[config.mk]
export PLATFORM = sky130hd
export DESIGN_NAME = uart_tx_top
export DESIGN_NICKNAME = d
export VERILOG_FILES = /design/src/uart_tx_pkg.sv /design/src/uart_tx_top.sv /design/src/uart_tx_controller.sv /design/src/uart_tx_datapath.sv /design/src/uart_baud_counter.sv /design/src/uart_tx_fifo.sv
export VERILOG_INCLUDE_DIRS = /design/src
export SDC_FILE = /design/constraint.sdc
export NUM_CORES = 1
export LEC_CHECK = 0
export BUFFER_PORTS_ARGS = -buffer_cell sky130_fd_sc_hd__clkbuf_2
export CAP_MARGIN = 20
export CORE_MARGIN = 2
export CORE_UTILIZATION = 59
export DETAILED_ROUTE_END_ITERATION = 10
export GPL_TIMING_DRIVEN = 0
export PLACE_DENSITY_LB_ADDON = 0.05
export SKIP_LAST_GASP = 1
export SLEW_MARGIN = 10
export SYNTH_ARGS = -nofsm -noshare
export SYNTH_HDL_FRONTEND = slang
export SYNTH_SLANG_ARGS = --single-unit
[constraint.sdc]
create_clock -name clk -period 2.2 [get_ports clk]
set_input_delay 0 -clock clk [delete_from_list [all_inputs] [get_ports clk]]
set_output_delay 0 -clock clk [all_outputs]
set_load 0.005 [all_outputs]
[src/uart_tx_macros.svh]
// ======================================
// UART transmitter sizing
// ======================================
`ifndef UART_TX_MACROS_SVH
`define UART_TX_MACROS_SVH

// Clock cycles spent on every serial bit, start and stop included
`define UART_CLKS_PER_BIT 8
`define UART_CNT_W ($clog2(`UART_CLKS_PER_BIT))  // Baud counter width

// Bytes held by the host write FIFO, a power of two
`define UART_FIFO_DEPTH 4
`define UART_FIFO_AW ($clog2(`UART_FIFO_DEPTH))  // FIFO address width

`endif
[src/uart_tx_pkg.sv]
// ======================================
// UART transmitter types
// ======================================
package uart_tx_pkg;

    typedef logic [7:0] tx_byte_t;

    // Line value select, STOP_BIT doubles as the idle level
    typedef enum logic [3:0] {
        START_BIT = 4'd0,
        DATA_0    = 4'd1,
        DATA_1    = 4'd2,
        DATA_2    = 4'd3,
        DATA_3    = 4'd4,
        DATA_4    = 4'd5,
        DATA_5    = 4'd6,
        DATA_6    = 4'd7,
        DATA_7    = 4'd8,
        STOP_BIT  = 4'd9
    } tx_bit_sel_t;

    typedef enum logic [3:0] {
        IDLE    = 4'd0,
        START   = 4'd1,
        D0      = 4'd2,
        D1      = 4'd3,
        D2      = 4'd4,
        D3      = 4'd5,
        D4      = 4'd6,
        D5      = 4'd7,
        D6      = 4'd8,
        D7      = 4'd9,
        STOP    = 4'd10,
        READ_EN = 4'd11,
        WAIT    = 4'd12
    } tx_state_t;

    typedef struct packed {
        tx_bit_sel_t bit_sel;
        logic        capture;  // Load the FIFO head into the datapath
    } tx_dp_ctrl_t;

    typedef struct packed {
        logic     req;
        tx_byte_t data;
    } tx_host_wr_t;

endpackage

[src/uart_tx_top.sv]
// ======================================
// UART transmitter top level
// ======================================
`timescale 1ns/1ps

module uart_tx_top (
    input  logic                     clk,
    input  logic                     reset_b,
    input  uart_tx_pkg::tx_host_wr_t wr,
    output logic                     wr_ack,
    output logic                     tx,
    output logic                     busy
);

    uart_tx_pkg::tx_byte_t    rd_data;
    uart_tx_pkg::tx_dp_ctrl_t dp_ctrl;
    logic                     empty;
    logic                     read_en;
    logic                     counter_clear;
    logic                     count_reached;

    // Host side buffering
    uart_tx_fifo u_fifo (
        .clk     (clk),
        .reset_b (reset_b),
        .wr      (wr),
        .wr_ack  (wr_ack),
        .read_en (read_en),
        .rd_data (rd_data),
        .empty   (empty)
    );

    uart_tx_controller u_controller (
        .clk           (clk),
        .reset_b       (reset_b),
        .empty         (empty),
        .count_reached (count_reached),
        .read_en       (read_en),
        .counter_clear (counter_clear),
        .ctrl          (dp_ctrl),
        .busy          (busy)
    );

    uart_baud_counter u_baud_counter (
        .clk           (clk),
        .reset_b       (reset_b),
        .counter_clear (counter_clear),
        .count_reached (count_reached)
    );

    // Serial line driver
    uart_tx_datapath u_datapath (
        .clk     (clk),
        .reset_b (reset_b),
        .ctrl    (dp_ctrl),
        .rd_data (rd_data),
        .tx      (tx)
    );

endmodule

[src/uart_tx_controller.sv]
// ======================================
// UART transmit frame controller
// ======================================
`timescale 1ns/1ps

module uart_tx_controller (
    input  logic                     clk,
    input  logic                     reset_b,
    input  logic                     empty,
    input  logic                     count_reached,
    output logic                     read_en,
    output logic                     counter_clear,
    output uart_tx_pkg::tx_dp_ctrl_t ctrl,
    output logic                     busy
);

    uart_tx_pkg::tx_state_t state;
    uart_tx_pkg::tx_state_t next_state;

    always_ff @(posedge clk or negedge reset_b) begin
        if (!reset_b) begin
            state <= uart_tx_pkg::IDLE;
        end else begin
            state <= next_state;
        end
    end

    assign busy = (state != uart_tx_pkg::IDLE);

    always_comb begin
        // Idle line, counter running, nothing fetched unless a state says so
        next_state    = state;
        read_en       = 1'b0;
        counter_clear = 1'b0;
        ctrl.bit_sel  = uart_tx_pkg::STOP_BIT;
        ctrl.capture  = 1'b0;
        case (state)
            uart_tx_pkg::IDLE: begin
                counter_clear = 1'b1;
                if (!empty) begin
                    next_state = uart_tx_pkg::READ_EN;
                end
            end
            uart_tx_pkg::READ_EN: begin
                counter_clear = 1'b1;
                read_en       = 1'b1;  // Pop the FIFO head
                next_state    = uart_tx_pkg::WAIT;
            end
            uart_tx_pkg::WAIT: begin
                counter_clear = 1'b1;
                ctrl.capture  = 1'b1;  // rd_data is valid now
                next_state    = uart_tx_pkg::START;
            end
            // From here on every state lasts one full bit period
            uart_tx_pkg::START: begin
                ctrl.bit_sel = uart_tx_pkg::START_BIT;
                if (count_reached) begin
                    next_state = uart_tx_pkg::D0;
                end
            end
            uart_tx_pkg::D0: begin
                ctrl.bit_sel = uart_tx_pkg::DATA_0;
                if (count_reached) begin
                    next_state = uart_tx_pkg::D1;
                end
            end
            uart_tx_pkg::D1: begin
                ctrl.bit_sel = uart_tx_pkg::DATA_1;
                if (count_reached) begin
                    next_state = uart_tx_pkg::D2;
                end
            end
            uart_tx_pkg::D2: begin
                ctrl.bit_sel = uart_tx_pkg::DATA_2;
                if (count_reached) begin
                    next_state = uart_tx_pkg::D3;
                end
            end
            uart_tx_pkg::D3: begin
                ctrl.bit_sel = uart_tx_pkg::DATA_3;
                if (count_reached) begin
                    next_state = uart_tx_pkg::D4;
                end
            end
            uart_tx_pkg::D4: begin
                ctrl.bit_sel = uart_tx_pkg::DATA_4;
                if (count_reached) begin
                    next_state = uart_tx_pkg::D5;
                end
            end
            uart_tx_pkg::D5: begin
                ctrl.bit_sel = uart_tx_pkg::DATA_5;
                if (count_reached) begin
                    next_state = uart_tx_pkg::D6;
                end
            end
            uart_tx_pkg::D6: begin
                ctrl.bit_sel = uart_tx_pkg::DATA_6;
                if (count_reached) begin
                    next_state = uart_tx_pkg::D7;
                end
            end
            uart_tx_pkg::D7: begin
                ctrl.bit_sel = uart_tx_pkg::DATA_7;
                if (count_reached) begin
                    next_state = uart_tx_pkg::STOP;
                end
            end
            uart_tx_pkg::STOP: begin
                if (count_reached) begin
                    next_state = uart_tx_pkg::IDLE;  // Fetch cycles follow before the next start
                end
            end
            default: begin
                // Unused encodings recover straight to IDLE
                counter_clear = 1'b1;
                next_state    = uart_tx_pkg::IDLE;
            end
        endcase
    end

endmodule

[src/uart_tx_datapath.sv]
// ======================================
// UART transmit datapath
// ======================================
`timescale 1ns/1ps

module uart_tx_datapath (
    input  logic                     clk,
    input  logic                     reset_b,
    input  uart_tx_pkg::tx_dp_ctrl_t ctrl,
    input  uart_tx_pkg::tx_byte_t    rd_data,
    output logic                     tx
);

    uart_tx_pkg::tx_byte_t held_byte;
    logic                  line_bit;

    // Byte stays put for the whole frame once captured
    always_ff @(posedge clk) begin
        if (ctrl.capture) begin
            held_byte <= rd_data;
        end
    end

    always_comb begin
        case (ctrl.bit_sel)
            uart_tx_pkg::START_BIT: line_bit = 1'b0;
            uart_tx_pkg::DATA_0:    line_bit = held_byte[0];
            uart_tx_pkg::DATA_1:    line_bit = held_byte[1];
            uart_tx_pkg::DATA_2:    line_bit = held_byte[2];
            uart_tx_pkg::DATA_3:    line_bit = held_byte[3];
            uart_tx_pkg::DATA_4:    line_bit = held_byte[4];
            uart_tx_pkg::DATA_5:    line_bit = held_byte[5];
            uart_tx_pkg::DATA_6:    line_bit = held_byte[6];
            uart_tx_pkg::DATA_7:    line_bit = held_byte[7];
            default:                line_bit = 1'b1;  // Stop bit and idle
        endcase
    end

    // Registered so the serial line is glitch free
    always_ff @(posedge clk or negedge reset_b) begin
        if (!reset_b) begin
            tx <= 1'b1;
        end else begin
            tx <= line_bit;
        end
    end

endmodule

[src/uart_baud_counter.sv]
// ======================================
// UART bit period counter
// ======================================
`timescale 1ns/1ps
`include "uart_tx_macros.svh"

module uart_baud_counter (
    input  logic clk,
    input  logic reset_b,
    input  logic counter_clear,
    output logic count_reached
);

    localparam int LAST_COUNT = `UART_CLKS_PER_BIT - 1;

    logic [`UART_CNT_W-1:0] count;
    logic                   wrap;

    assign wrap          = (count == LAST_COUNT[`UART_CNT_W-1:0]);
    assign count_reached = wrap && !counter_clear;  // Last cycle of the current bit

    always_ff @(posedge clk or negedge reset_b) begin
        if (!reset_b) begin
            count <= '0;
        end else if (counter_clear || wrap) begin
            count <= '0;
        end else begin
            count <= count + 1'b1;
        end
    end

endmodule

[src/uart_tx_fifo.sv]
// ======================================
// UART transmit byte FIFO
// ======================================
`timescale 1ns/1ps
`include "uart_tx_macros.svh"

module uart_tx_fifo (
    input  logic                   clk,
    input  logic                   reset_b,
    input  uart_tx_pkg::tx_host_wr_t wr,
    output logic                   wr_ack,
    input  logic                   read_en,
    output uart_tx_pkg::tx_byte_t  rd_data,
    output logic                   empty
);

    uart_tx_pkg::tx_byte_t mem [`UART_FIFO_DEPTH];

    // One extra pointer bit separates full from empty
    logic [`UART_FIFO_AW:0] wr_ptr;
    logic [`UART_FIFO_AW:0] rd_ptr;
    logic                   ack_q;
    logic                   full;
    logic                   wr_fire;
    logic                   rd_fire;

    assign empty = (wr_ptr == rd_ptr);
    assign full  = (wr_ptr[`UART_FIFO_AW] != rd_ptr[`UART_FIFO_AW]) &&
                   (wr_ptr[`UART_FIFO_AW-1:0] == rd_ptr[`UART_FIFO_AW-1:0]);

    // A request is taken once, and only after the previous ack has dropped
    assign wr_fire = wr.req && !ack_q && !full;
    assign rd_fire = read_en && !empty;
    assign wr_ack  = ack_q;

    always_ff @(posedge clk or negedge reset_b) begin
        if (!reset_b) begin
            wr_ptr <= '0;
            rd_ptr <= '0;
            ack_q  <= 1'b0;
        end else begin
            if (wr_fire) begin
                wr_ptr <= wr_ptr + 1'b1;
            end
            if (rd_fire) begin
                rd_ptr <= rd_ptr + 1'b1;
            end
            if (wr_fire) begin
                ack_q <= 1'b1;
            end else if (!wr.req) begin
                ack_q <= 1'b0;  // Host has released req, close the handshake
            end
        end
    end

    always_ff @(posedge clk) begin
        if (wr_fire) begin
            mem[wr_ptr[`UART_FIFO_AW-1:0]] <= wr.data;
        end
        if (rd_fire) begin
            rd_data <= mem[rd_ptr[`UART_FIFO_AW-1:0]];  // Head shows up the cycle after read_en
        end
    end

endmodule

==> out/results.md <==
| Parameter | This run | Unit |
| --- | --- | --- |
| Nature of the critical path startpoint | flip-flop | - |
| P&R area growth vs syn | 15.4 | % |
| Worst max-slew margin expressed relative to the limit | 54.3 | % |
| List of most frequent post-synthesis cells | 48 x sky130_fd_sc_hd__edfxtp_1, 14 x sky130_fd_sc_hd__dfrtp_1 | - |
| RSZ-0062 raised after global routing | false | - |
| Synth Area in Simple Gates | 5.63 | % |
| Areal power density over the cells | 1170 | nW/µm² |
| Fraction of the mapped netlist area in adder cells | 3.34 | % |
| GRT Residual Overflow | 0 | - |
| Final-layout worst hold slack | 0.125 | ns |
| Die boundary height | 70.7 | µm |
| Number of design-rule violations left by the first detailed-router iteration | 54 | - |
| Amount of wire on met3 after detailed routing | 117 | µm |
| Setup total negative slack | 0 | ns |
| Fraction of registers with async set or reset after synthesis | 23.8 | % |
| Kind of capture point of the worst setup path | flip-flop | - |
| Yosys top cell area share | 54.9 | % |
| Xor/xnor cell area share of the yosys netlist | 3.96 | % |
| Antenna violations before repair | 0 | - |
| Part of the Yosys area used for sequential elements | 69.3 | % |
| Total Die Area | 5000 | µm² |
| Crit-path max FO | 10 | - |
| Buffers inserted by post-CTS timing repair | 0 | - |
| Gpl congestion | 0.772 | - |
| Minimum period implied by the final worst setup slack | 2.06 | ns |
| Synth Net Count | 167 | - |
| Cell count of the worst reg-to-reg path | 4 | - |
| Final setup vio count | 0 | - |
| Placed cell count | 214 | - |
| Number of diodes | 0 | - |
| Final hold violations | 0 | - |
| All-Layer GR Usage | 18.4 | % |
| Peak clock frequency supported by timing | 484 | MHz |
| Router iterations before antenna repair | 4 | - |
| Uppermost layer routed | met4 | - |
| Ratio of final minimum period to clock period | 93.8 | % |
| M1 wire length | 1.72 | mm |
| Clock tree skew after final layout | 0.00663 | ns |
| Average routed wire per standard cell | 16.7 | µm |
| Cell Rows | 24 | - |
| Most common flop cell mapped by yosys | sky130_fd_sc_hd__edfxtp_1 | - |
| Count of input and output buffers | 13 | - |
| Fraction of synthesized area in multiplexers | 9.16 | % |
| Hold Path Class | primary input to asynchronous set/reset pin | - |
| Gate count of the mapped netlist | 149 | - |
| First-pass GRT wire length | 6.59 | mm |
| DR DRC count | 0 | - |
| Max Cap Violations | 0 | - |
| Number of synthesized flops with an enable pin | 48 | - |
| DR vias/cell | 5.63 | - |
| Post-layout nets | 202 | - |
| Worst reg2reg path startpoint | u_fifo.rd_ptr[1] | - |
| Largest cells by area after synthesis | sky130_fd_sc_hd__edfxtp_1 55%, sky130_fd_sc_hd__dfrtp_1 13%, sky130_fd_sc_hd__mux4_1 7.0%, sky130_fd_sc_hd__ha_1 3.3%, sky130_fd_sc_hd__mux4_2 1.7% | - |
| Via count of the first global-routing pass | 1431 | - |
| Complex-gate fraction of the synthesized area | 6.15 | % |
| Number of distinct library cell variants in the gate-level netlist after synthesis | 37 | - |
| Clock transition time at the flip-flop clock pins of the worst setup and hold paths | 0.06 | ns |
| Switching power share of the total | 31.2 | % |
| Netlist area before placement | 2620 | µm² |
| Actual transition at the worst max-transition pin | 0.686 | ns |
| TritonCTS clock tree | built | - |
| Reg-to-Reg End | u_fifo.mem[0][3] | - |
| Residual antenna-violating net count after detailed routing | 0 | - |
| Depth of the CTS H-tree | 3 | - |
| Data required, critical path | 2.17 | ns |
| Total wire length after detailed routing | 4.03 | mm |
| Insertion delay to the later sink of the worst-skew pair | 0.33 | ns |
| Post-Synthesis Mean Instance Area | 17.6 | µm² |
| Max-slew violation count | 0 | - |
| Cell with the most instances after synthesis | sky130_fd_sc_hd__edfxtp_1 | - |
| Run status | complete, no violations | - |
| Fraction of final layout cells sized beyond drive strength 1 | 20.1 | % |
| Finished Layout Cells | 241 | - |
| Largest net degree at the start of global routing | 16 | - |
| Worst IR Drop VDD | 707 | µV |
| Finished layout cell area | 3030 | µm² |
| Starting density of the core | 60.7 | % |
| CP Class | flip-flop to flip-flop | - |
| Length of routed met2 wiring | 2.09 | mm |
| Combinational family with the most area after synthesis | multiplexers | - |
| DIE WIDTH | 70.7 | µm |
| Combinational fraction of design power | 30.1 | % |
| Internal power summed over all cells | 2.45 | mW |
| Routed vias | 1356 | - |
| Total clock buffers created by CTS | 9 | - |
| Leakage power | 1.13 | nW |
| Worst reg-to-reg setup slack | 0.14 | ns |
| Worst Path Arrival | 2.04 | ns |
| Biggest area consumer among synthesized cells | sky130_fd_sc_hd__edfxtp_1 | - |
| Number of top-level pins | 14 | - |
| Clock net sink count | 63 | - |
| Detail Placement HPWL | 2.68 | mm |
| Total power of the final layout | 3.56 | mW |
| Number of fillers in the final layout | 289 | - |
| Number of synthesized register bits | 63 | - |
| Cell area after placement | 2750 | µm² |
| Power share of the clock group | 22.5 | % |
| Share of power burned in registers | 47.5 | % |
| Deepest clock path buffer count | 2 | - |
| Total of warnings raised by yosys | 0 | - |
| Power spent charging and discharging nets | 1.11 | mW |
| Core area | 4320 | µm² |
| Root buffer cell | sky130_fd_sc_hd__clkbuf_8 | - |
per-stage QoR:
| step | setup slack [ns] | utilization [%] |
|---|---|---|
| final | 0.136 | 70.0 |
| after global routing | 0.0119 | 70.0 |
| after CTS | 0.0715 | 69.6 |
| after detailed placement | 0.0761 | 63.7 |
| after global placement | 0.144 | 63.7 |
| after floorplan | 0.344 | - |
cells in the final DEF, fill, tap and decap left out, types with 6 or more instances in the layout:
cell type | synthesis | routed
sky130_fd_sc_hd__mux4_1 | 7 | 7
sky130_fd_sc_hd__dlygate4sd3_1 | 0 | 10
sky130_fd_sc_hd__inv_1 | 7 | 7
sky130_fd_sc_hd__clkbuf_2 | 0 | 13
sky130_fd_sc_hd__ha_1 | 7 | 7
sky130_fd_sc_hd__clkbuf_8 | 0 | 9
sky130_fd_sc_hd__dfrtp_1 | 14 | 14
sky130_fd_sc_hd__a21oi_1 | 6 | 6
sky130_fd_sc_hd__edfxtp_1 | 48 | 48
sky130_fd_sc_hd__nor2_1 | 7 | 7
worst max-delay path by stage:
| stage | from | endpoint | slack [ns] | cells after the start |
|---|---|---|---|---|
| 2_1_floorplan | u_fifo.rd_ptr[1] | u_fifo.rd_ptr[1] | 0.34 | 4 |
| 3_3_place_gp | u_fifo.rd_ptr[1] | u_fifo.rd_ptr[1] | 0.14 | 4 |
| 3_5_place_dp | u_fifo.rd_ptr[1] | u_fifo.rd_ptr[1] | 0.08 | 4 |
| 4_1_cts | u_fifo.rd_ptr[1] | u_fifo.rd_ptr[1] | 0.07 | 4 |
| 5_1_grt | u_fifo.rd_ptr[1] | u_fifo.mem[0][7] | 0.01 | 4 |
| 6_report | u_fifo.rd_ptr[1] | u_fifo.mem[0][3] | 0.14 | 4 |
registers in the layout, summed over array words and instances, names as in the netlist:
register              flops
u_datapath.held_byte      8
u_fifo.wr_ptr             3
u_datapath.tx             1
u_fifo.rd_data            8
u_controller.state        4
u_fifo.rd_ptr             3
u_fifo.wr_ack             1
u_fifo.mem               32
u_baud_counter.count      3
power groups by stage:
| stage | Clock [mW] | Sequential, mW | Combinational (mW) |
|---|---|---|---|
| 2_1_floorplan | 0 | 1.68 | 0.816 |
| 3_3_place_gp | 0 | 1.69 | 0.976 |
| 3_5_place_dp | 0 | 1.71 | 1.04 |
| 4_1_cts | 0.820 | 1.69 | 1.05 |
| 5_1_grt | 0.865 | 1.71 | 1.17 |
| 6_report | 0.799 | 1.69 | 1.07 |
routing by layer:
| metal | vias to the layer above | track usage, % |
|---|---|---|
| met4 | 0 | 12.2 |
| met3 | 8 | 4.56 |
| met2 | 28 | 30.4 |
| met5 | - | 0 |
| met1 | 674 | 21.3 |
| li1 | 646 | - |
kinds of logic (layout without fill, tap and decap cells):
| logic type | after synthesis | count (layout) |
|---|---|---|
| simple gates | 28 | 28 |
| compound gates | 20 | 20 |
| mux | 10 | 10 |
| fa+ha+maj | 7 | 7 |
| flops | 63 | 63 |
| buf+inv | 13 | 53 |
| xor+xnor | 8 | 8 |
repair_timing:
item	in CTS	in global routing
hold buffers	10	0
resized for setup	0	1
hold endpoints to repair	48	0
setup endpoints to repair	0	2
final cells by class:
cell class	count	area, µm²	share of cell area [%]
multi-input cells	73	752	24.8
repair buffers	24	170	5.62
clock buffers	10	128	4.22
clock inverters	6	28.8	0.951
inverters	7	26.3	0.868
well taps	52	65.1	2.15
plain buffers	6	38.8	1.28
flip-flops and latches	63	1820	60.1
worst max-delay path, stage by stage, from the launching register on:
cell and delay [ns]:
sky130_fd_sc_hd__dfrtp_1 0.40, sky130_fd_sc_hd__buf_6 0.16, sky130_fd_sc_hd__xnor2_2 0.20, sky130_fd_sc_hd__a311oi_4 0.47, sky130_fd_sc_hd__and2_1 0.49
Power figures use the tool's default switching activity.
